===== src/logic/camera_pkg.sv =====
// Shared definitions for the camera SPI control path
// Register map, default widths, SPI command and metering structs

`default_nettype none

package camera_pkg;

    // Register addresses as seen in the SPI opcode byte
    localparam logic [7:0] START_CAPTURE     = 8'h20; // Write, restarts capture
    localparam logic [7:0] BYTES_REMAINING   = 8'h21; // Read, two bytes
    localparam logic [7:0] IMAGE_DATA        = 8'h22; // Read, auto increment
    localparam logic [7:0] ZOOM              = 8'h23; // Write, ignored
    localparam logic [7:0] PAN               = 8'h24; // Write, ignored
    localparam logic [7:0] METERING          = 8'h25; // Read, six bytes
    localparam logic [7:0] QUALITY_FACTOR    = 8'h26; // Write
    localparam logic [7:0] IMAGE_READY_FLAG  = 8'h27; // Read
    localparam logic [7:0] POWER_SAVE_ENABLE = 8'h28; // Write

    // Default sizes
    localparam int IMAGE_ADDRESS_WIDTH_DEFAULT = 16; // Image address and size
    localparam int OPERAND_COUNT_WIDTH_DEFAULT = 8;  // Operand bytes per transaction

    // Command from the SPI peripheral to the register block
    typedef struct packed {
        logic [7:0] opcode;
        logic [7:0] operand;
        logic       operand_valid; // Operand byte received
        logic       operand_read;  // Response byte sent
        logic [OPERAND_COUNT_WIDTH_DEFAULT-1:0] operand_count;
    } spi_command_t;

    // Metering values, in register read order
    typedef struct packed {
        logic [7:0] red_center;
        logic [7:0] green_center;
        logic [7:0] blue_center;
        logic [7:0] red_average;
        logic [7:0] green_average;
        logic [7:0] blue_average;
    } metering_t;

endpackage

`default_nettype wire


===== src/logic/spi_registers.sv =====
// Camera register block behind the SPI peripheral
// Opcode decode, response mux, capture start, image pointer, controls

`timescale 1ns/1ps
`default_nettype none

module spi_registers #(
    parameter int IMAGE_ADDRESS_WIDTH = camera_pkg::IMAGE_ADDRESS_WIDTH_DEFAULT,
    parameter int OPERAND_COUNT_WIDTH = camera_pkg::OPERAND_COUNT_WIDTH_DEFAULT
) (
    input  logic                           clock_in,
    input  logic                           reset_n_in,
    input  camera_pkg::spi_command_t       command,
    output logic [7:0]                     response,
    output logic                           start_capture,
    output logic [1:0]                     compression_factor,
    output logic                           power_save_enable,
    input  logic                           image_ready,
    input  logic [IMAGE_ADDRESS_WIDTH-1:0] image_total_size,
    input  logic [7:0]                     image_data,
    output logic [IMAGE_ADDRESS_WIDTH-1:0] image_address,
    input  camera_pkg::metering_t          metering
);
    import camera_pkg::*;

    logic [IMAGE_ADDRESS_WIDTH-1:0] bytes_remaining;
    logic [15:0]                    remaining_word;
    logic [OPERAND_COUNT_WIDTH-1:0] operand_index;
    logic [2:0]                     metering_index;

    assign bytes_remaining = image_total_size - image_address;
    assign remaining_word  = 16'(bytes_remaining); // Always sent as two bytes
    assign operand_index   = OPERAND_COUNT_WIDTH'(command.operand_count);

    // Counts past the last field keep returning blue_average
    always_comb begin
        if (operand_index < OPERAND_COUNT_WIDTH'(5)) begin
            metering_index = 3'(operand_index);
        end else begin
            metering_index = 3'd5;
        end
    end

    always_comb begin
        case (command.opcode)
            BYTES_REMAINING: begin
                if (operand_index == '0) begin
                    response = remaining_word[15:8]; // High byte first
                end else begin
                    response = remaining_word[7:0];
                end
            end
            IMAGE_DATA: response = image_data;
            METERING: begin
                case (metering_index)
                    3'd0:    response = metering.red_center;
                    3'd1:    response = metering.green_center;
                    3'd2:    response = metering.blue_center;
                    3'd3:    response = metering.red_average;
                    3'd4:    response = metering.green_average;
                    default: response = metering.blue_average;
                endcase
            end
            IMAGE_READY_FLAG: response = {7'd0, image_ready};
            default:          response = 8'd0;
        endcase
    end

    // Pulse in the same cycle as the operand strobe
    assign start_capture = command.operand_valid && (command.opcode == START_CAPTURE);

    always_ff @(posedge clock_in) begin
        if (!reset_n_in) begin
            compression_factor <= 2'd0;
            power_save_enable  <= 1'b1; // Wake up in power save
            image_address      <= '0;
        end else begin
            if (command.operand_read && command.opcode == IMAGE_DATA) begin
                if (image_address < image_total_size) begin
                    image_address <= image_address + 1'b1;
                end
            end
            if (command.operand_valid) begin
                case (command.opcode)
                    START_CAPTURE:     image_address <= '0;
                    ZOOM, PAN: begin
                        // Accepted, no zoom or pan hardware yet
                    end
                    QUALITY_FACTOR:    compression_factor <= command.operand[1:0];
                    POWER_SAVE_ENABLE: power_save_enable <= command.operand[0];
                    default: begin
                    end
                endcase
            end
        end
    end

endmodule

`default_nettype wire


===== config.mk =====
export PLATFORM = sky130hd
export DESIGN_NAME = spi_registers
export DESIGN_NICKNAME = d
export VERILOG_FILES = /design/src/logic/camera_pkg.sv /design/src/logic/spi_registers.sv
export SDC_FILE = /design/constraint.sdc
export NUM_CORES = 1
export LEC_CHECK = 0
export BUFFER_PORTS_ARGS = -buffer_cell sky130_fd_sc_hd__buf_2
export CORE_MARGIN = 4
export CORE_UTILIZATION = 50
export CTS_CLUSTER_SIZE = 28
export DETAILED_ROUTE_END_ITERATION = 16
export HOLD_SLACK_MARGIN = 0.08
export PLACE_DENSITY = 0.87
export SLEW_MARGIN = 20
export SYNTH_ARGS = -nofsm -noshare
export SYNTH_HDL_FRONTEND = slang
export SYNTH_SLANG_ARGS = --single-unit

===== constraint.sdc =====
create_clock -name clock_in -period 10.6 [get_ports clock_in]
set_clock_uncertainty 0.05 [all_clocks]
set_input_delay 3.18 -clock clock_in [delete_from_list [all_inputs] [get_ports clock_in]]
set_output_delay 3.18 -clock clock_in [all_outputs]
set_load 0.05 [all_outputs]

After elaboration in Yosys (flattened, before gate mapping). Cells that the tools add are included.

Reduce and logical (&&, ||, !) cells: 6. Equal/unequal tests: 11. Multiply operators: 0. Mux-type cells: 8. Bitwise operators: 0. Div/mod/pow operators: 0. $add $sub $neg: 2. Order comparisons: 2. Shift-type cells: 0.

Operator list (count): 16-bit two-way mux (4); 8-bit by 6-bit equality test with 1-bit output, second input constant (7); 8-bit case mux with 5 select lines (1); 8-bit case mux with 4 select lines (1); 16-bit by 1-bit adder with 16-bit output, second input constant (1); 16-bit less-than comparator (1); 16-bit subtractor (1); 8-bit logical NOT (1); 8-bit by 3-bit less-than comparator with 1-bit output, second input constant (1); 8-bit two-way mux (1); 3-bit by 2-bit equality test with 1-bit output, second input constant (2); 2-bit AND reduction (2); 3-bit by 1-bit equality test with 1-bit output, second input constant (1); 3-bit equality test, second input constant (1); 3-bit logical NOT (1); 3-bit two-way mux (1); 1-bit logical AND (2).

Register bits: 19. Bits in latches: 0. Memories: 0. ROM bits: 0. Bits of input ports: 101. Bits in writable memories: 0. Output and inout bits: 28.

Logic depth before layout (Yosys ltp).
Word-level depth: 5. Mapped depth: 12. Gate-level depth less buffers: 10.

Worst setup path before layout. No wires, ideal clock.

Kind: input-to-output. From: in image_total_size[11]. To: out response[6]. Arrival time: 5666 ps. Path buffers: 0. Stages on the path: 7. Setup slack: 1704 ps. Data required time: 7370 ps. Path through: ha_1 -> and4_1 -> a21o_1 -> or3_1 -> o221ai_1 -> a21oi_1 -> o31ai_1.

Longest elaborated chain between the ends: 3.

RTL lines: start, declared (line spi_registers.sv:19) `input logic [IMAGE_ADDRESS_WIDTH-1:0] image_total_size,`; 16-bit subtractor (line spi_registers.sv:31) `assign bytes_remaining = image_total_size - image_address;`; 8-bit two-way mux (line spi_registers.sv:47) `if (operand_index == '0) begin`; 8-bit case mux with 4 select lines (line spi_registers.sv:45) `case (command.opcode)`; end, declared (line spi_registers.sv:14) `output logic [7:0] response,`.

Every way passes these cells.

Final worst setup path.
From: in command[6] (netlist bit). To: out response[6].

Longest elaborated chain between the ends: 5. Elaborated cells between the ends (all ways): 11. Classes of those cells: order compare: 1; eq/ne: 4; mux: 4; reduce/logical: 2.

RTL lines: start, declared (line spi_registers.sv:13) `input camera_pkg::spi_command_t command,`; 8-bit by 3-bit less-than comparator with 1-bit output (line spi_registers.sv:37) `if (operand_index < OPERAND_COUNT_WIDTH'(5)) begin`; 3-bit two-way mux (line spi_registers.sv:37); 3-bit equality test (tied with other cells) (line spi_registers.sv:55) `case (metering_index)`; 8-bit case mux with 5 select lines (line spi_registers.sv:55); 8-bit case mux with 4 select lines (*) (line spi_registers.sv:45).

Mark *: on every way between the ends. The rest lies on a longest branch, timed or not.

==> impl_results.md <==
* Status: finished clean
* Crit-path cells: buf_2, or4_1, or2_2, o311ai_2, inv_1, a221oi_1, o31ai_1, buf_2
* Drt first-iter violations at 214
* Post-CTS setup buffer count at 0
* Syn nets at 458
* CP peak stage delay at 0.58 ns
* Setup CP Type: in2out
* First-pass GRT wire length at 13.3 mm
* Crit path from: command[6]
* Cell count after synthesis at 339
* Chip Height at 78.6 microns
* Combinational share of power at 35.3%
* Core Region at 4790 sq um
* Clock Latency Late Sink at 0.25 ns
* Minimum clock period at 8.79 ns
* Post-synthesis cell area at 2490 sq um
* EDFF count, synth at 0
* VDD IR-drop max at 0.000110 V
* Post-Syn Area per Cell at 7.35 sq um
* Max layer used: met4
* Post-CTS Resized at 0
* Critical path peak fanout at 7
* Final net count at 574
* Post-synth top flop: dfxtp_1
* Register area at 380 sq um
* N_diodes at 0
* Top post-synthesis cells by count: a21oi_1 (36), inv_1 (26), o21ai_0 (26), nor2_1 (20), dfxtp_1 (19)
* Initial antenna violation count at 0
* Die Area at 6180 sq um
* Clock Root Buffer: clkbuf_8
* Count of final hold-check violations at 0
* Sw Pwr at 0.0000576 W
* Share of Yosys cell area claimed by the top area cell type at 15.3%
* Final core utilization at 66.9%
* DRT Wirelength at 8.24 mm
* Drt pass-1 iters at 5
* Antenna Nets Post-Route at 0
* Pint at 0.000129 W
* Yosys cell types at 59
* CTS tree: done
* Clk slew on worst S/H paths at 0.06 ns
* CP Launch Type: input port
* CTS Hold Bufs at 0
* Met1 Routed Length at 3.45 mm
* Fmax at 114 MHz
* Cell type of the slowest stage on the worst timing path: or4_1
* Cell taking the most area after synthesis: dfxtp_1
* WP data required at 7.37 ns
* CTS Buffer Depth at 2
* Flops & latches, synth at 19
* Grt total ovfl at 0
* Met2 routed WL at 3.96 mm
* Final Max Tran Viols at 0
* Least-Margin Pin Slew at 0.945 ns
* Hold wc startpoint: power_save_enable
* Max-Cap Viols at 0
* Leakage power at 1.39 nW
* Synthesis warning total at 0
* Final period utilization at 82.9%
* Vias in the first global route at 2946
* IO buf count at 122
* CTS Sinks at 19
* Starting density of the core at 52.1%
* Crit. End Element: output pin
* Final Setup Violations at 0
* CTS buffer count at 3
* RSZ-0062 raised after global routing: no
* Post-Route Setup TNS at 0 ns
* Worst path most repeated cell: buf_2
* Most frequent cell after synthesis: a21oi_1
* Area grow syn2layout at 28.5%
* Die Span X at 78.6 microns
* Row Count at 25
* Seq pwr share at 38.3%
* Routability cong. at 0.885
* H-tree Lvls at 1
* GRT Total Usage at 25.8%
* FILL cells at 413
* Routed vias/inst at 6.08
* Layout cell share with drive strength beyond 1 at 30.4%
* DRC Markers at 0
* FFs w/ async S/R, synth at 0%
* Largest net degree at the start of global routing at 31
* Wire per inst at 15.8 microns
* Multi-input gate area at 1970 sq um
* Hold/Removal Path Class: reg2reg
* Slew HR at 36.6%
* Source of the worst register-to-register timing path: image_address[9]
* Register area share after synthesis at 15.3%
* Routed vias at 3169
* Post-DP HPWL at 6.68 mm
* Clk pwr share at 26.4%
* Area contributors post-synth: dfxtp_1 (15%), ha_1 (8.5%), a21oi_1 (7.2%)
* Met3 WL post-DR at 662 microns
* PD cells at 58.2 nW/um^2
* Ports at 129
* CP arrival at 5.56 ns
* Sw Share at 30.9%
-- flip-flops by register name, summed over array words and instances, names as in the netlist --
register	flops
compression_factor	2
image_address	16
power_save_enable	1
-- area by class of cell --
cell class	count	area share (%)
clock buffer	4	1.41
timing repair buffer	123	19.3
multi-input combinational	281	61.6
tap	67	2.62
inverter	27	3.17
sequential	19	11.9
-- cells by family after synthesis --
kind of cell               Yosys count  share of synthesized area [%]
and+or+nand+nor                    111                           25.5
buffers and inverters               39                           5.98
adders and majority gates           18                           9.34
AOI/OAI and AO/OA                  130                           35.1
xor gates and xnor gates            11                           3.87
DFF                                 19                           15.3
muxes                               11                           5.02
-- metal layers --
metal,global-route usage (%),vias up
met5,0,-
met4,6.64,0
met3,4.01,18
met2,44.7,153
met1,33.2,1457
li1,-,1541
-- through the flow --
| step | instances | area, sq um | worst slack, ns | total power (W) | hold WS [ns] |
|---|---|---|---|---|---|
| floorplan | 339 | 2490 | 1.70 | 0.000111 | 0.666 |
| global placement | 517 | 3150 | 1.84 | 0.000136 | 0.408 |
| detailed placement | 517 | 3150 | 1.71 | 0.000137 | 0.427 |
| CTS | 521 | 3200 | 1.72 | 0.000186 | 0.445 |
| global route | 521 | 3200 | 1.68 | 0.000198 | 0.474 |
| finish | 521 | 3200 | 1.81 | 0.000186 | 0.436 |
-- final timing paths --
check	to	cells past startpoint	slack (ns)
setup / recovery	response[6]	8	1.81
hold / removal	power_save_enable	2	0.44
setup reg to reg	image_address[1]	9	7.86
hold reg to reg	power_save_enable	2	0.44
-- cell usage in the layout (no fill, tap or decap), drive strengths merged, types with 8 or more instances in the layout --
cell   instances
ha            17
dfxtp         19
mux2i          8
nand2         17
nand3          8
o21ai         26
buf          123
inv           26
xor2           9
nor2          20
o31ai         12
a21oi         36
or4           10
-- critical path: cells and delay by family --
kind	cells	cell delay, ns
buffers and inverters	3	0.49
AO/OA/AOI/OAI	3	0.97
AND/OR/NAND/NOR	2	0.91
-- power groups by stage --
stage | clock network (W) | registers [W] | logic [W]
2_1_floorplan | 0 | 0.0000731 | 0.0000375
3_3_place_gp | 0 | 0.0000730 | 0.0000628
3_5_place_dp | 0 | 0.0000730 | 0.0000644
4_1_cts | 0.0000499 | 0.0000714 | 0.0000648
5_1_grt | 0.0000537 | 0.0000713 | 0.0000729
6_report | 0.0000492 | 0.0000714 | 0.0000659
Note: power is estimated with default switching activity, not from simulation.
