## config.mk

```make
export PLATFORM = sky130hd
export DESIGN_NAME = spi_peripheral
export DESIGN_NICKNAME = d
export VERILOG_FILES = /design/src/logic/camera_pkg.sv /design/src/logic/spi_peripheral.sv
export SDC_FILE = /design/constraint.sdc
export NUM_CORES = 1
export LEC_CHECK = 0
export BUFFER_PORTS_ARGS = -buffer_cell sky130_fd_sc_hd__buf_4
export CORE_UTILIZATION = 30
export CTS_BUF_LIST = sky130_fd_sc_hd__clkbuf_2
export DETAILED_ROUTE_END_ITERATION = 16
export PLACE_DENSITY = 0.49
export SYNTH_ARGS = -nofsm -noshare
export SYNTH_HDL_FRONTEND = slang
export SYNTH_SLANG_ARGS = --single-unit
```

## constraint.sdc

```tcl
create_clock -name clock_in -period 3.84 [get_ports clock_in]
set_input_delay 0.384 -clock clock_in [delete_from_list [all_inputs] [get_ports clock_in]]
set_output_delay 0.384 -clock clock_in [all_outputs]
set_load 0.05 [all_outputs]
```

## src/logic/camera_pkg.sv

```systemverilog
// Shared definitions for the camera SPI control path
// Register map, default widths, SPI command and metering structs

`default_nettype none

package camera_pkg;

    // Register addresses as seen in the SPI opcode byte
    localparam logic [7:0] START_CAPTURE     = 8'h20; // Write, restarts capture
    localparam logic [7:0] BYTES_REMAINING   = 8'h21; // Read, two bytes
    localparam logic [7:0] IMAGE_DATA        = 8'h22; // Read, auto increment
    localparam logic [7:0] ZOOM              = 8'h23; // Write, ignored
    localparam logic [7:0] PAN               = 8'h24; // Write, ignored
    localparam logic [7:0] METERING          = 8'h25; // Read, six bytes
    localparam logic [7:0] QUALITY_FACTOR    = 8'h26; // Write
    localparam logic [7:0] IMAGE_READY_FLAG  = 8'h27; // Read
    localparam logic [7:0] POWER_SAVE_ENABLE = 8'h28; // Write

    // Default sizes
    localparam int IMAGE_ADDRESS_WIDTH_DEFAULT = 16; // Image address and size
    localparam int OPERAND_COUNT_WIDTH_DEFAULT = 8;  // Operand bytes per transaction

    // Command from the SPI peripheral to the register block
    typedef struct packed {
        logic [7:0] opcode;
        logic [7:0] operand;
        logic       operand_valid; // Operand byte received
        logic       operand_read;  // Response byte sent
        logic [OPERAND_COUNT_WIDTH_DEFAULT-1:0] operand_count;
    } spi_command_t;

    // Metering values, in register read order
    typedef struct packed {
        logic [7:0] red_center;
        logic [7:0] green_center;
        logic [7:0] blue_center;
        logic [7:0] red_average;
        logic [7:0] green_average;
        logic [7:0] blue_average;
    } metering_t;

endpackage

`default_nettype wire

```

## src/logic/spi_peripheral.sv

```systemverilog
// SPI mode 0 slave
// Pin synchronizers, byte framing, command strobes and response shifter

`timescale 1ns/1ps
`default_nettype none

module spi_peripheral #(
    parameter int OPERAND_COUNT_WIDTH = camera_pkg::OPERAND_COUNT_WIDTH_DEFAULT
) (
    input  logic                    clock_in,
    input  logic                    reset_n_in,
    input  logic                    spi_clock,
    input  logic                    spi_select_n,
    input  logic                    spi_data_in,
    output logic                    spi_data_out,
    output camera_pkg::spi_command_t command,
    input  logic [7:0]              response
);
    import camera_pkg::*;

    logic [2:0] clock_sync;  // Two sync flops plus edge history
    logic [1:0] select_sync;
    logic [1:0] data_sync;
    logic       selected;
    logic       spi_rise;
    logic       spi_fall;
    logic [2:0] bit_count;
    logic [7:0] rx_shift;
    logic [7:0] tx_shift;
    logic       byte_done;
    logic       byte_stage;
    logic       first_byte;
    logic [7:0] opcode_q;
    logic [7:0] operand_q;
    logic       operand_pulse;
    logic [OPERAND_COUNT_WIDTH-1:0] operand_count_q;

    always_ff @(posedge clock_in) begin
        if (!reset_n_in) begin
            clock_sync  <= '0;
            select_sync <= 2'b11; // Deselected
            data_sync   <= '0;
        end else begin
            clock_sync  <= {clock_sync[1:0], spi_clock};
            select_sync <= {select_sync[0], spi_select_n};
            data_sync   <= {data_sync[0], spi_data_in};
        end
    end

    assign selected = ~select_sync[1];
    assign spi_rise = selected & clock_sync[1] & ~clock_sync[2];
    assign spi_fall = selected & ~clock_sync[1] & clock_sync[2];

    // Bit counter, byte_done marks the rise of bit 0
    always_ff @(posedge clock_in) begin
        if (!reset_n_in || !selected) begin
            bit_count <= '0;
            byte_done <= 1'b0;
        end else begin
            byte_done <= spi_rise && (bit_count == 3'd7);
            if (spi_rise) begin
                bit_count <= bit_count + 3'd1;
            end
        end
    end

    always_ff @(posedge clock_in) begin
        if (spi_rise) begin
            rx_shift <= {rx_shift[6:0], data_sync[1]}; // MSB first
        end
        if (byte_stage && !first_byte) begin
            operand_q <= rx_shift;
        end
    end

    // Extra stage puts the strobes three cycles after the edge
    always_ff @(posedge clock_in) begin
        if (!reset_n_in) begin
            byte_stage      <= 1'b0;
            first_byte      <= 1'b1;
            opcode_q        <= '0;
            operand_pulse   <= 1'b0;
            operand_count_q <= '0;
        end else begin
            byte_stage    <= byte_done;
            operand_pulse <= 1'b0;
            if (!selected) begin
                first_byte      <= 1'b1;
                operand_count_q <= '0;
            end else begin
                if (byte_stage) begin
                    first_byte <= 1'b0;
                    if (first_byte) begin
                        opcode_q <= rx_shift;
                    end else begin
                        operand_pulse <= 1'b1;
                    end
                end
                if (operand_pulse) begin
                    operand_count_q <= operand_count_q + 1'b1; // Next byte index
                end
            end
        end
    end

    // Response enters at the first falling edge of each byte
    always_ff @(posedge clock_in) begin
        if (!reset_n_in || !selected) begin
            tx_shift     <= '0;
            spi_data_out <= 1'b0;
        end else if (spi_fall) begin
            if (bit_count == 3'd0) begin
                spi_data_out <= response[7];
                tx_shift     <= {response[6:0], 1'b0};
            end else begin
                spi_data_out <= tx_shift[7];
                tx_shift     <= {tx_shift[6:0], 1'b0};
            end
        end
    end

    always_comb begin
        command.opcode        = opcode_q;
        command.operand       = operand_q;
        command.operand_valid = operand_pulse;
        command.operand_read  = operand_pulse; // Same boundary for reads
        command.operand_count = OPERAND_COUNT_WIDTH_DEFAULT'(operand_count_q);
    end

endmodule

`default_nettype wire

```

* Yosys cells after proc, flatten, opt, wreduce, memory -nomap -nowiden *
Index checks and enable logic that the tools add are counted.
Widths: inputs -> output; s select.

word-level totals
  flip-flop bits (word level) = 55
  bits of input ports = 13

operators by class
  $add $sub $neg = 2
  eq/ne operators = 1
  multiplexer cells = 3
  bitwise operators = 9
  reductions and logical operators = 9

operators with widths
  operator             number
  $add 8x1->8 const B  1
  $mux 8               1
  $not 1->1            5
  $and 1x1->1          4
  $add 3x1->3 const B  1
  $eq 3x3->1 const B   1
  $logic_not 3->1      1
  $reduce_and 3->1     1
  $reduce_or 3->1      1
  $logic_and 1x1->1    2
  $logic_not 1->1      2
  $mux 1               2
  $reduce_or 2->1      1
  $logic_or 1x1->1     1

* Logic depth before layout (Yosys ltp) *
Gate-level depths: netlist of the first run.

  depth after elaboration = 4
  gate-level depth with buffers = 6
  mapped depth without buffers = 5

* Worst setup path after synthesis of the first run *
No wires, ideal clock.

  kind = register to register
  start = reg operand_count_q[0]
  end = reg operand_count_q[6]
  setup time = 71 ps
  data arrival time = 1522 ps
  required time = 3769 ps
  slack = 2247 ps
  stages on the path, launching flop included = 5
  buffers on the path = 0
  cells stage by stage = dfxtp_1 > ha_1 > nand4_1 > or3_1 > a21oi_1

on the way
  cells in the longest elaborated chain, start to end = 1

RTL lines
  item                    line                   RTL
  start, declared         spi_peripheral.sv:36   logic [OPERAND_COUNT_WIDTH-1:0] operand_count_q;
  start signal, assigned  spi_peripheral.sv:100  operand_count_q <= operand_count_q + 1'b1;
  $add 8x1->8             spi_peripheral.sv:100

Every way passes these cells.
A chain may end at the register's enable or synchronous reset.

* Worst setup path in the final report of the first run *
  start = reg clock_sync[1]
  end = reg rx_shift[2] (enable)

on the way
  cells in the longest elaborated chain, start to end = 2

RTL lines
  item                      line                  RTL
  start, declared           spi_peripheral.sv:21  logic [2:0] clock_sync;
  start signal, assigned    spi_peripheral.sv:44  clock_sync <= {clock_sync[1:0], spi_clock};
  $and 1x1->1 (2 in a row)  spi_peripheral.sv:51  assign spi_rise = selected & clock_sync[1] & ~clock_sync[2];
  named net spi_rise        spi_peripheral.sv:25  logic spi_rise;
  end signal, assigned      spi_peripheral.sv:69  rx_shift <= {rx_shift[6:0], data_sync[1]};
  end, declared             spi_peripheral.sv:28  logic [7:0] rx_shift;

The timed path passes the listed nets, and every way through them passes these cells.

==> results.json, run 1 <==
{
  "yosysUniqueCellTypes": 27,
  "fp.dieH_um": 82.7,
  "wire_per_inst_um": 13.2,
  "crit_required_ns": 3.93,
  "slowest_delay_ns": 0.61,
  "dr.pass1.iters": 4,
  "cpMostUsedCell": "nor2b_1",
  "postSynthNetCount": 177,
  "port_buffers": 39,
  "drc": 0,
  "status": "complete, no violations",
  "io-pin-count": 40,
  "clk_latency_ns": 0.42,
  "hp-class": "in -> reg",
  "grt_overflow_total": 0,
  "maxSlewHeadroom": 0.431,
  "initial_core_util": 0.310,
  "path_class": "reg -> reg",
  "rows": 29,
  "nFillCells": 657,
  "grt_max_degree": 19,
  "fin_crit_sh": 0.450,
  "ys_seq_area_frac": 0.635,
  "vias_per_cell": 4.42,
  "cp_max_fo": 8,
  "drive_gt1_frac": 0.242,
  "holdWs_ns": 0.136,
  "grt_first_pass_wirelength_um": 5690,
  "synth_edf_count": 16,
  "synth_top_family_by_area": "simple AND/OR/NAND/NOR gates",
  "cts_resized": 0,
  "powerDensity_nw_per_um2": 352,
  "async_flop_share": 0,
  "slew_viol_final": 0,
  "gr-usage-all-layers": 0.115,
  "cts_tree": "done",
  "setup_tns_ns": 0,
  "mostFrequentLayoutCells": "buf_4 (39), dfxtp_1 (38), mux2i_1 (18)",
  "synth-adder-area-share": 0.0256,
  "cts-buffers-inserted": 5,
  "holdBufCountCts": 0,
  "synth_xor_area_frac": 0.0224,
  "path_clk_slew_ns": 0.24,
  "ys.flop_type": "dfxtp_1",
  "routabilityCongestion": 0.749,
  "max_cap_violations": 0,
  "post_cts_buffers": 0,
  "avgSynthCellArea_um2": 12.2,
  "end_kind": "flip-flop",
  "period_minus_slack_ns": 1.73,
  "area_growth_pct": 19.6,
  "timing.rr.start": "clock_sync[1]$_SDFF_PN0_",
  "antenna_found_initial": 0,
  "syn_area_um2": 1950,
  "synth_compound_area_frac": 0.0551,
  "startpoint": "clock_sync[1]$_SDFF_PN0_",
  "crit_chain": "nor2b_1 > nor2b_1",
  "tightest_slew_ns": 0.851,
  "antenna_cells": 0,
  "layout.cells.most_common": "buf_4",
  "finalHoldViolations": 0,
  "synthSimpleGateAreaFrac": 0.141,
  "place_hpwl_um": 2580,
  "coreArea_um2": 6310,
  "nNetsFinal": 214,
  "clock-sinks": 54,
  "antenna_violating_nets_post_route": 0,
  "syn_inst": 160,
  "h-tree-depth": 2,
  "arrival_ns": 1.82,
  "totalWireLength_um": 3640,
  "max_freq_ghz": 0.579,
  "setup_viol": 0,
  "cpMaxStageDelayCell": "nor2b_1",
  "skew_ns": 0.00911,
  "ir_drop_uv": 133,
  "yosysWarnings": 0,
  "p_leak_uw": 0.000944,
  "cts_root_buf": "clkbuf_2",
  "rsz0062_at_grt": "no",
  "route.vias.total": 1215,
  "setup.worst_path.start_class": "flip-flop",
  "die_w_um": 82.7,
  "hp-start": "spi_select_n",
  "synthMuxAreaShare": 0.0922,
  "grt_pass1_vias": 1185,
  "drtIter0Drc": 62,
  "ys_ff_latch": 54,
  "die_area_um2": 6840,
  "cts.path.max_buffers": 2
}
-- routing by layer --
layer,global-route usage,wire length [um]
met1,0.143,1670
met5,0,0
met3,0.0297,189
met2,0.186,1720
met4,0.0517,61
-- flip-flops by register name, summed over array words and instances (netlist names) --
name	cells
bit_count	3
byte_done	1
byte_stage	1
clock_sync	3
data_sync	2
first_byte	1
opcode_q	8
operand_count_q	8
operand_pulse	1
operand_q	8
rx_shift	8
select_sync	2
spi_data_out	1
tx_shift	7
-- layout make-up --
cell class	instances	area [um^2]	share of cell area
well taps	77	96.3	0.0412
clock buffers	6	30.0	0.0128
flip-flops and latches	54	1240	0.531
multi-input cells	94	657	0.281
inverters	3	11.3	0.00482
repair buffers	39	293	0.125
clock inverters	2	8.76	0.00375
-- synth_stat cells, drive strengths merged, types with 5 or more instances --
cell type   n  share of area
dfxtp      38           0.39
nor2        8          0.015
a21oi      10          0.026
clkbuf      5          0.010
edfxtp     16           0.25
and2        7          0.022
o21ai      10          0.026
nand2b      5          0.016
nor2b      12          0.038
mux2i      18          0.092
-- through the flow --
stage | setup WS [ns] | area (um^2) | instances | total power (uW) | utilization
after floorplan | 2.25 | 1950 | 160 | 613 | -
after global placement | 2.22 | 2300 | 267 | 625 | 0.364
after global routing | 2.02 | 2340 | 275 | 866 | 0.370
after CTS | 2.08 | 2340 | 275 | 834 | 0.370
final | 2.11 | 2340 | 275 | 822 | 0.370
after detailed placement | 2.09 | 2300 | 267 | 626 | 0.364
-- report_power, final --
group / leakage, uW / switching [uW] / internal [uW]
combinational: 0.000462 / 9.57 / 13.5
sequential: 0.000451 / 1.98 / 589
clock: 0.0000304 / 162 / 44.8
-- final timing paths --
check                                                 end  slack (ns)  cells past startpoint
worst max-delay path                rx_shift[2]$_DFFE_PP_        2.11                      2
worst min-delay path            select_sync[0]$_SDFF_PN1_        0.14                      2
worst max register to register      rx_shift[2]$_DFFE_PP_        2.11                      2
worst min register to register  select_sync[1]$_SDFF_PN1_        0.44                      1
-- cell families after synthesis --
logic type	after synthesis
DFF	54
and+or+nand+nor	46
AOI/OAI and AO/OA	21
muxes	18
buffers and inverters	12
xor gates and xnor gates	5
adders and majority gates	4
-- worst max-delay path, delay by kind of cell, from the launching register on --
kind             cells  cell delay (ns)
flip-flops           1             0.41
AND/OR/NAND/NOR      2             1.00
Power figures use the tool's default switching activity.
==> run 2: changes to the inputs <==
==> constraint.sdc (replaced) <==
create_clock -name clock_in -period 1.8 [get_ports clock_in]
set_input_delay 0.18 -clock clock_in [delete_from_list [all_inputs] [get_ports clock_in]]
set_output_delay 0.18 -clock clock_in [all_outputs]
set_load 0.05 [all_outputs]
==> run 2 against run 1 <==
Against the previous run: count of clock-buffer cells in the layout increased by 2; via count increased by 6.7%; sequential cell count did not move; first-iteration DRC count fell by 16%; critical path depth increased by 3; global-route usage shrank 0.085 points; sequential share of layout area fell by 2.9 points; register-to-register slack got worse by 1.8 ns; clock skew rose by 0.0034 ns; cell count grew 5.5%; utilization increased by 2.1 points; largest power group unchanged.
==> results.json, run 2 (synthesized netlist as in run 1, its figures left out) <==
{
  "tightest_slew_ns": 0.571,
  "crit_required_ns": 2.13,
  "cts_root_buf": "clkbuf_2",
  "route.vias.total": 1296,
  "layout.cells.most_common": "buf_4",
  "antenna_violating_nets_post_route": 0,
  "fp.dieH_um": 82.7,
  "path_clk_slew_ns": 0.23,
  "max_cap_violations": 0,
  "dr.pass1.iters": 4,
  "crit_buf_inv": 1,
  "reg2regPathDepth": 5,
  "vias_per_cell": 4.47,
  "cts-buffers-inserted": 5,
  "drtIter0Drc": 52,
  "path_class": "reg -> reg",
  "worst-path-stages": 5,
  "cpMaxStageDelayCell": "dfxtp_1",
  "p_leak_uw": 0.00102,
  "cp_max_fo": 7,
  "initial_core_util": 0.310,
  "skew_ns": 0.0125,
  "clk_latency_ns": 0.41,
  "area_growth_pct": 26.4,
  "clock-sinks": 54,
  "max_freq_ghz": 0.695,
  "grt_pass1_vias": 1241,
  "maxSlewHeadroom": 0.618,
  "place_hpwl_um": 2490,
  "highest-signal-layer": "met4",
  "layout.cells.non_filler": 290,
  "drc": 0,
  "cts_resized": 0,
  "p_int_uw": 1410,
  "clockPowerShare": 0.255,
  "met2_length_um": 1630,
  "rsz0062_at_grt": "no",
  "fin_crit_sh": 0.799,
  "setup_viol": 0,
  "setup_tns_ns": 0,
  "pwr-share-comb": 0.037,
  "port_buffers": 39,
  "powerDensity_nw_per_um2": 721,
  "routed-wl-met3_um": 188,
  "antenna_found_initial": 0,
  "period_minus_slack_ns": 1.44,
  "end_kind": "flip-flop",
  "mostFrequentLayoutCells": "buf_4 (46), dfxtp_1 (38), mux2i_1 (18)",
  "coreArea_um2": 6310,
  "power.switching_uw": 368,
  "routabilityCongestion": 0.694,
  "status": "complete, no violations",
  "drt-met1-wl_um": 1630,
  "holdPathStages": 3,
  "arrival_ns": 1.77,
  "grt_overflow_total": 0,
  "crit_family": "flip-flops",
  "die_w_um": 82.7,
  "slowest_delay_ns": 0.42,
  "io-pin-count": 40,
  "crit_chain": "inv_1 > ha_1 > nand2b_1 > mux2i_1 > a21oi_1",
  "die_area_um2": 6840,
  "cts_tree": "done",
  "drive_gt1_frac": 0.263,
  "totalWireLength_um": 3510,
  "grt_max_degree": 19,
  "seq_power_share": 0.708,
  "hp-class": "in -> reg",
  "utilization": 0.391,
  "r2r_slack_ns": 0.36,
  "gr-usage-all-layers": 0.114,
  "wire_per_inst_um": 12.1,
  "ir_drop_uv": 311,
  "cts.path.max_buffers": 2,
  "place_inst": 274,
  "rows": 29,
  "slew_viol_final": 0,
  "grt_first_pass_wirelength_um": 5730,
  "switching_share": 0.207,
  "setup.worst_path.start_class": "flip-flop",
  "h-tree-depth": 2,
  "nNetsFinal": 229,
  "finalHoldViolations": 0,
  "antenna_cells": 0
}
-- run 2: cell count changes in the layout (fill, tap and decap cells not counted), sizes merged --
| cell | delta |
|---|---|
| clkbuf | +2 |
| clkinv | -2 |
| buf | +7 |
| dlygate4sd3 | +8 |
-- run 2: metal layers --
layer / global-route usage / up-vias
met4: 0.0552 / 0
met5: 0 / -
met3: 0.0308 / 7
met2: 0.181 / 35
li1: - / 651
met1: 0.143 / 603
-- run 2: area by class of cell --
class	instances	area (um^2)
Multi-Input combinational cell	94	657
Tap cell	77	96.3
Timing Repair Buffer	54	425
Sequential cell	54	1240
Clock buffer	8	40.0
Fill cell	614	3840
Inverter	3	11.3
-- run 2: power groups by stage --
stage / sequential, uW / combinational (uW) / clock (uW)
global placement: 1290 / 51.1 / 0
CTS: 1260 / 63.0 / 487
global route: 1260 / 71.8 / 535
finish: 1260 / 65.7 / 455
floorplan: 1280 / 23.1 / 0
detailed placement: 1290 / 52.6 / 0
-- run 2: final timing paths --
| kind | start | end |
|---|---|---|
| min | response[3] | tx_shift[4]$_SDFFE_PP0P_ |
| min reg2reg | select_sync[0]$_SDFF_PN1_ | select_sync[1]$_SDFF_PN1_ |
| max | bit_count[0]$_SDFFE_PP0P_ | tx_shift[5]$_SDFFE_PP0P_ |
| max reg2reg | bit_count[0]$_SDFFE_PP0P_ | tx_shift[5]$_SDFFE_PP0P_ |
-- run 2: through the flow --
step	area [um^2]	power, uW	hold WS (ns)	worst slack, ns
2_1_floorplan	1950	1310	0.253	0.207
6_report	2470	1780	0.0477	0.361
3_5_place_dp	2350	1340	0.381	0.356
3_3_place_gp	2350	1340	0.373	0.464
4_1_cts	2450	1810	0.00295	0.330
5_1_grt	2470	1870	0.00258	0.205
-- run 2: worst min-delay path: cells and delay by family --
family | cells | cell delay [ns]
buffers and inverters | 1 | 0.08
multiplexers | 1 | 0.05
AO/OA/AOI/OAI | 1 | 0.13
-- run 2: what timing repair did --
item / in CTS / in global routing
hold buffers: 6 / 2
endpoints found under the setup margin: 0 / 0
setup buffers: 0 / 0
endpoints found under the hold margin: 5 / 2
==> run 3: changes to the inputs <==
--- a/config.mk
+++ b/config.mk
@@ -5,11 +5,12 @@
 export SDC_FILE = /design/constraint.sdc
 export NUM_CORES = 1
 export LEC_CHECK = 0
+export ABC_AREA = 1
 export BUFFER_PORTS_ARGS = -buffer_cell sky130_fd_sc_hd__buf_4
 export CORE_UTILIZATION = 30
 export CTS_BUF_LIST = sky130_fd_sc_hd__clkbuf_2
 export DETAILED_ROUTE_END_ITERATION = 16
-export PLACE_DENSITY = 0.49
+export PLACE_DENSITY = 0.5
 export SYNTH_ARGS = -nofsm -noshare
 export SYNTH_HDL_FRONTEND = slang
 export SYNTH_SLANG_ARGS = --single-unit
==> constraint.sdc (replaced) <==
create_clock -name clock_in -period 1.25 [get_ports clock_in]
set_input_delay 0.125 -clock clock_in [delete_from_list [all_inputs] [get_ports clock_in]]
set_output_delay 0.125 -clock clock_in [all_outputs]
set_load 0.05 [all_outputs]
==> run 3 against run 2 <==
Against the previous run: final area up 16%; cell count up 25%; wire length up 12%; die area up 7.2%; count of clock-buffer cells in the layout down 3; total power up 60%; worst hold slack better by 0.38 ns; combinational power up 96%.
==> results.json, run 3 <==
{
  "status": "complete, no violations",
  "powerDensity_nw_per_um2": 992,
  "die_area_um2": 7330,
  "tightest_slew_ns": 0.281,
  "synth.top_cell.area_share": 0.363,
  "place_inst": 333,
  "synth_common_cells": "nand2_1 (50), dfxtp_1 (38), nor2_1 (30)",
  "route.vias.total": 1541,
  "met1_usage": 0.151,
  "pre_cts_ws_ns": 0.0200,
  "arrival_ns": 1.08,
  "grt_max_degree": 19,
  "drive_gt1_frac": 0.420,
  "clk_latency_ns": 0.43,
  "seq_power_share": 0.632,
  "antenna_cells": 0,
  "async_flop_share": 0,
  "clockPowerShare": 0.322,
  "ys_ff_latch": 54,
  "vias_per_cell": 4.25,
  "holdPathStages": 3,
  "crit_chain": "buf_6",
  "finalHoldViolations": 0,
  "cts.path.max_buffers": 2,
  "gr-usage-all-layers": 0.116,
  "p_int_uw": 2220,
  "syn_inst": 215,
  "gr-usage-met3": 0.0308,
  "antenna_violating_nets_post_route": 0,
  "max_freq_ghz": 0.832,
  "rsz0062_at_grt": "yes",
  "grt_pass1_vias": 1455,
  "hp-start": "spi_select_n",
  "reg2regPathDepth": 8,
  "hold_path_end": "select_sync[0]$_SDFF_PN1_",
  "pwr-share-comb": 0.045,
  "busiest_layer": "met2",
  "r2r_slack_ns": 0.06,
  "cts_tree": "done",
  "max_cap_violations": 0,
  "ys.flop_type": "dfxtp_1",
  "path_class": "reg -> out",
  "end_kind": "primary output",
  "power_uw": 2850,
  "coreArea_um2": 6760,
  "antenna_found_initial": 0,
  "cpMaxStageDelayCell": "edfxtp_1",
  "setup_viol": 0,
  "cts_root_buf": "clkbuf_2",
  "port_buffers": 39,
  "p_leak_uw": 0.00115,
  "wire_per_inst_um": 10.8,
  "holdWs_ns": 0.424,
  "rows": 30,
  "grtUsageMet2": 0.185,
  "io-pin-count": 40,
  "crit_buf_inv": 1,
  "dpl-instance-area_um2": 2490,
  "yosysWarnings": 0,
  "nNetsFinal": 299,
  "path_clk_slew_ns": 0.28,
  "fin_area_um2": 2880,
  "skew_ns": 0.0204,
  "layout.cells.most_common": "nand2_1",
  "postSynthNetCount": 232,
  "yosys.area.top_type": "dfxtp_1",
  "area_growth_pct": 37.1,
  "initial_core_util": 0.311,
  "setup_slack_ns": 0.0477,
  "hp-class": "in -> reg",
  "slowest_delay_ns": 0.47,
  "die_w_um": 85.6,
  "synth.most_common_cell": "nand2_1",
  "switching_share": 0.221,
  "synth_edf_count": 16,
  "power.switching_uw": 632,
  "synth_area_leaders": "dfxtp_1 (36%), edfxtp_1 (23%), nand2_1 (8.9%), nor2_1 (5.4%), a21oi_2 (3.8%)",
  "place_hpwl_um": 2590,
  "avgSynthCellArea_um2": 9.76,
  "slew_viol_final": 0,
  "ir_drop_uv": 364,
  "fin_crit_sh": 0.962,
  "mostFrequentLayoutCells": "nand2_1 (45), buf_4 (38), nor2_1 (29)",
  "crit_family": "flip-flops",
  "setup.worst_path.start_class": "flip-flop",
  "timing.rr.start": "bit_count[0]$_SDFFE_PP0P_",
  "drtIter0Drc": 39,
  "layout.cells.non_filler": 363,
  "clock-sinks": 54,
  "yosysUniqueCellTypes": 24,
  "maxSlewHeadroom": 0.813,
  "period_minus_slack_ns": 1.20,
  "grt_first_pass_wirelength_um": 6640,
  "drc": 0,
  "fp.dieH_um": 85.6,
  "dr.pass1.iters": 4,
  "cts-buffers-inserted": 5,
  "syn_area_um2": 2100,
  "grt_overflow_total": 0,
  "cp_max_fo": 1,
  "totalWireLength_um": 3930,
  "r2r_end": "tx_shift[2]$_SDFFE_PP0P_",
  "ys_seq_area_frac": 0.592,
  "crit_required_ns": 1.12,
  "routabilityCongestion": 0.760,
  "h-tree-depth": 2
}
[run 3: changes by cell type after synthesis, sizes merged, moves of 3 or more]
cell,change
nand2b,-5
nand3,+8
nor3,+3
nor2b,-12
xor2,-3
inv,+18
nand4,-3
and2,-7
nor2,+27
mux2i,-18
nand2,+54
a21oi,+4
clkbuf,-5
[run 3: worst max-delay path by stage]
| stage | from | to | slack (ns) | cells after the start |
|---|---|---|---|---|
| after floorplan | operand_count_q[0]$_SDFFE_PP0P_ | operand_count_q[6]$_SDFFE_PP0P_ | 0.08 | 6 |
| after global placement | bit_count[0]$_SDFFE_PP0P_ | tx_shift[5]$_SDFFE_PP0P_ | 0.07 | 7 |
| after detailed placement | bit_count[0]$_SDFFE_PP0P_ | tx_shift[5]$_SDFFE_PP0P_ | 0.02 | 7 |
| after CTS | operand_q[0]$_DFFE_PP_ | command[10] | -0.006 | 1 |
| after global routing | bit_count[1]$_SDFFE_PP0P_ | tx_shift[2]$_SDFFE_PP0P_ | -0.04 | 8 |
| final | operand_q[0]$_DFFE_PP_ | command[10] | 0.05 | 1 |
[run 3: layer usage]
metal / vias to the layer above / wire, um
li1: 820 / -
met1: 696 / 1860
met2: 19 / 1880
met3: 6 / 123
met4: 0 / 63
met5: - / 0
[run 3: power by group through the flow]
stage               combinational (uW)  clock, uW  sequential (uW)
floorplan                         54.8          0             1850
global placement                  93.9          0             1850
detailed placement                94.0          0             1850
CTS                                129        968             1810
global route                       146       1040             1810
finish                             129        920             1810
[run 3: stage by stage]
stage	setup TNS [ns]	util
floorplan	0	-
global placement	0	0.369
detailed placement	0	0.369
CTS	-0.00631	0.407
global route	-0.192	0.426
finish	0	0.426
[run 3: cells by family after synthesis]
family | share of synthesized area
buf+inv | 0.0590
flops | 0.592
xor+xnor | 0.00417
compound gates | 0.0757
fa+ha+maj | 0.0239
simple gates | 0.246
[run 3: cell type report]
cell class                 count  area (um^2)
clock buffer                   5         25.0
clock inverter                 3         48.8
fill                         700         3880
inverter                      21         91.3
multi-input combinational    136          768
sequential                    54         1270
tap                           80          100
timing repair buffer          64          568
[run 3: timing repair]
item                                   in CTS  in global routing
setup endpoints to repair                  11                 31
setup buffers                               3                  6
pin swaps                                   4                  9
endpoints found under the hold margin      23                  0
hold buffers                               14                  0
gates cloned                                0                  0
gates resized for setup                    13                 28
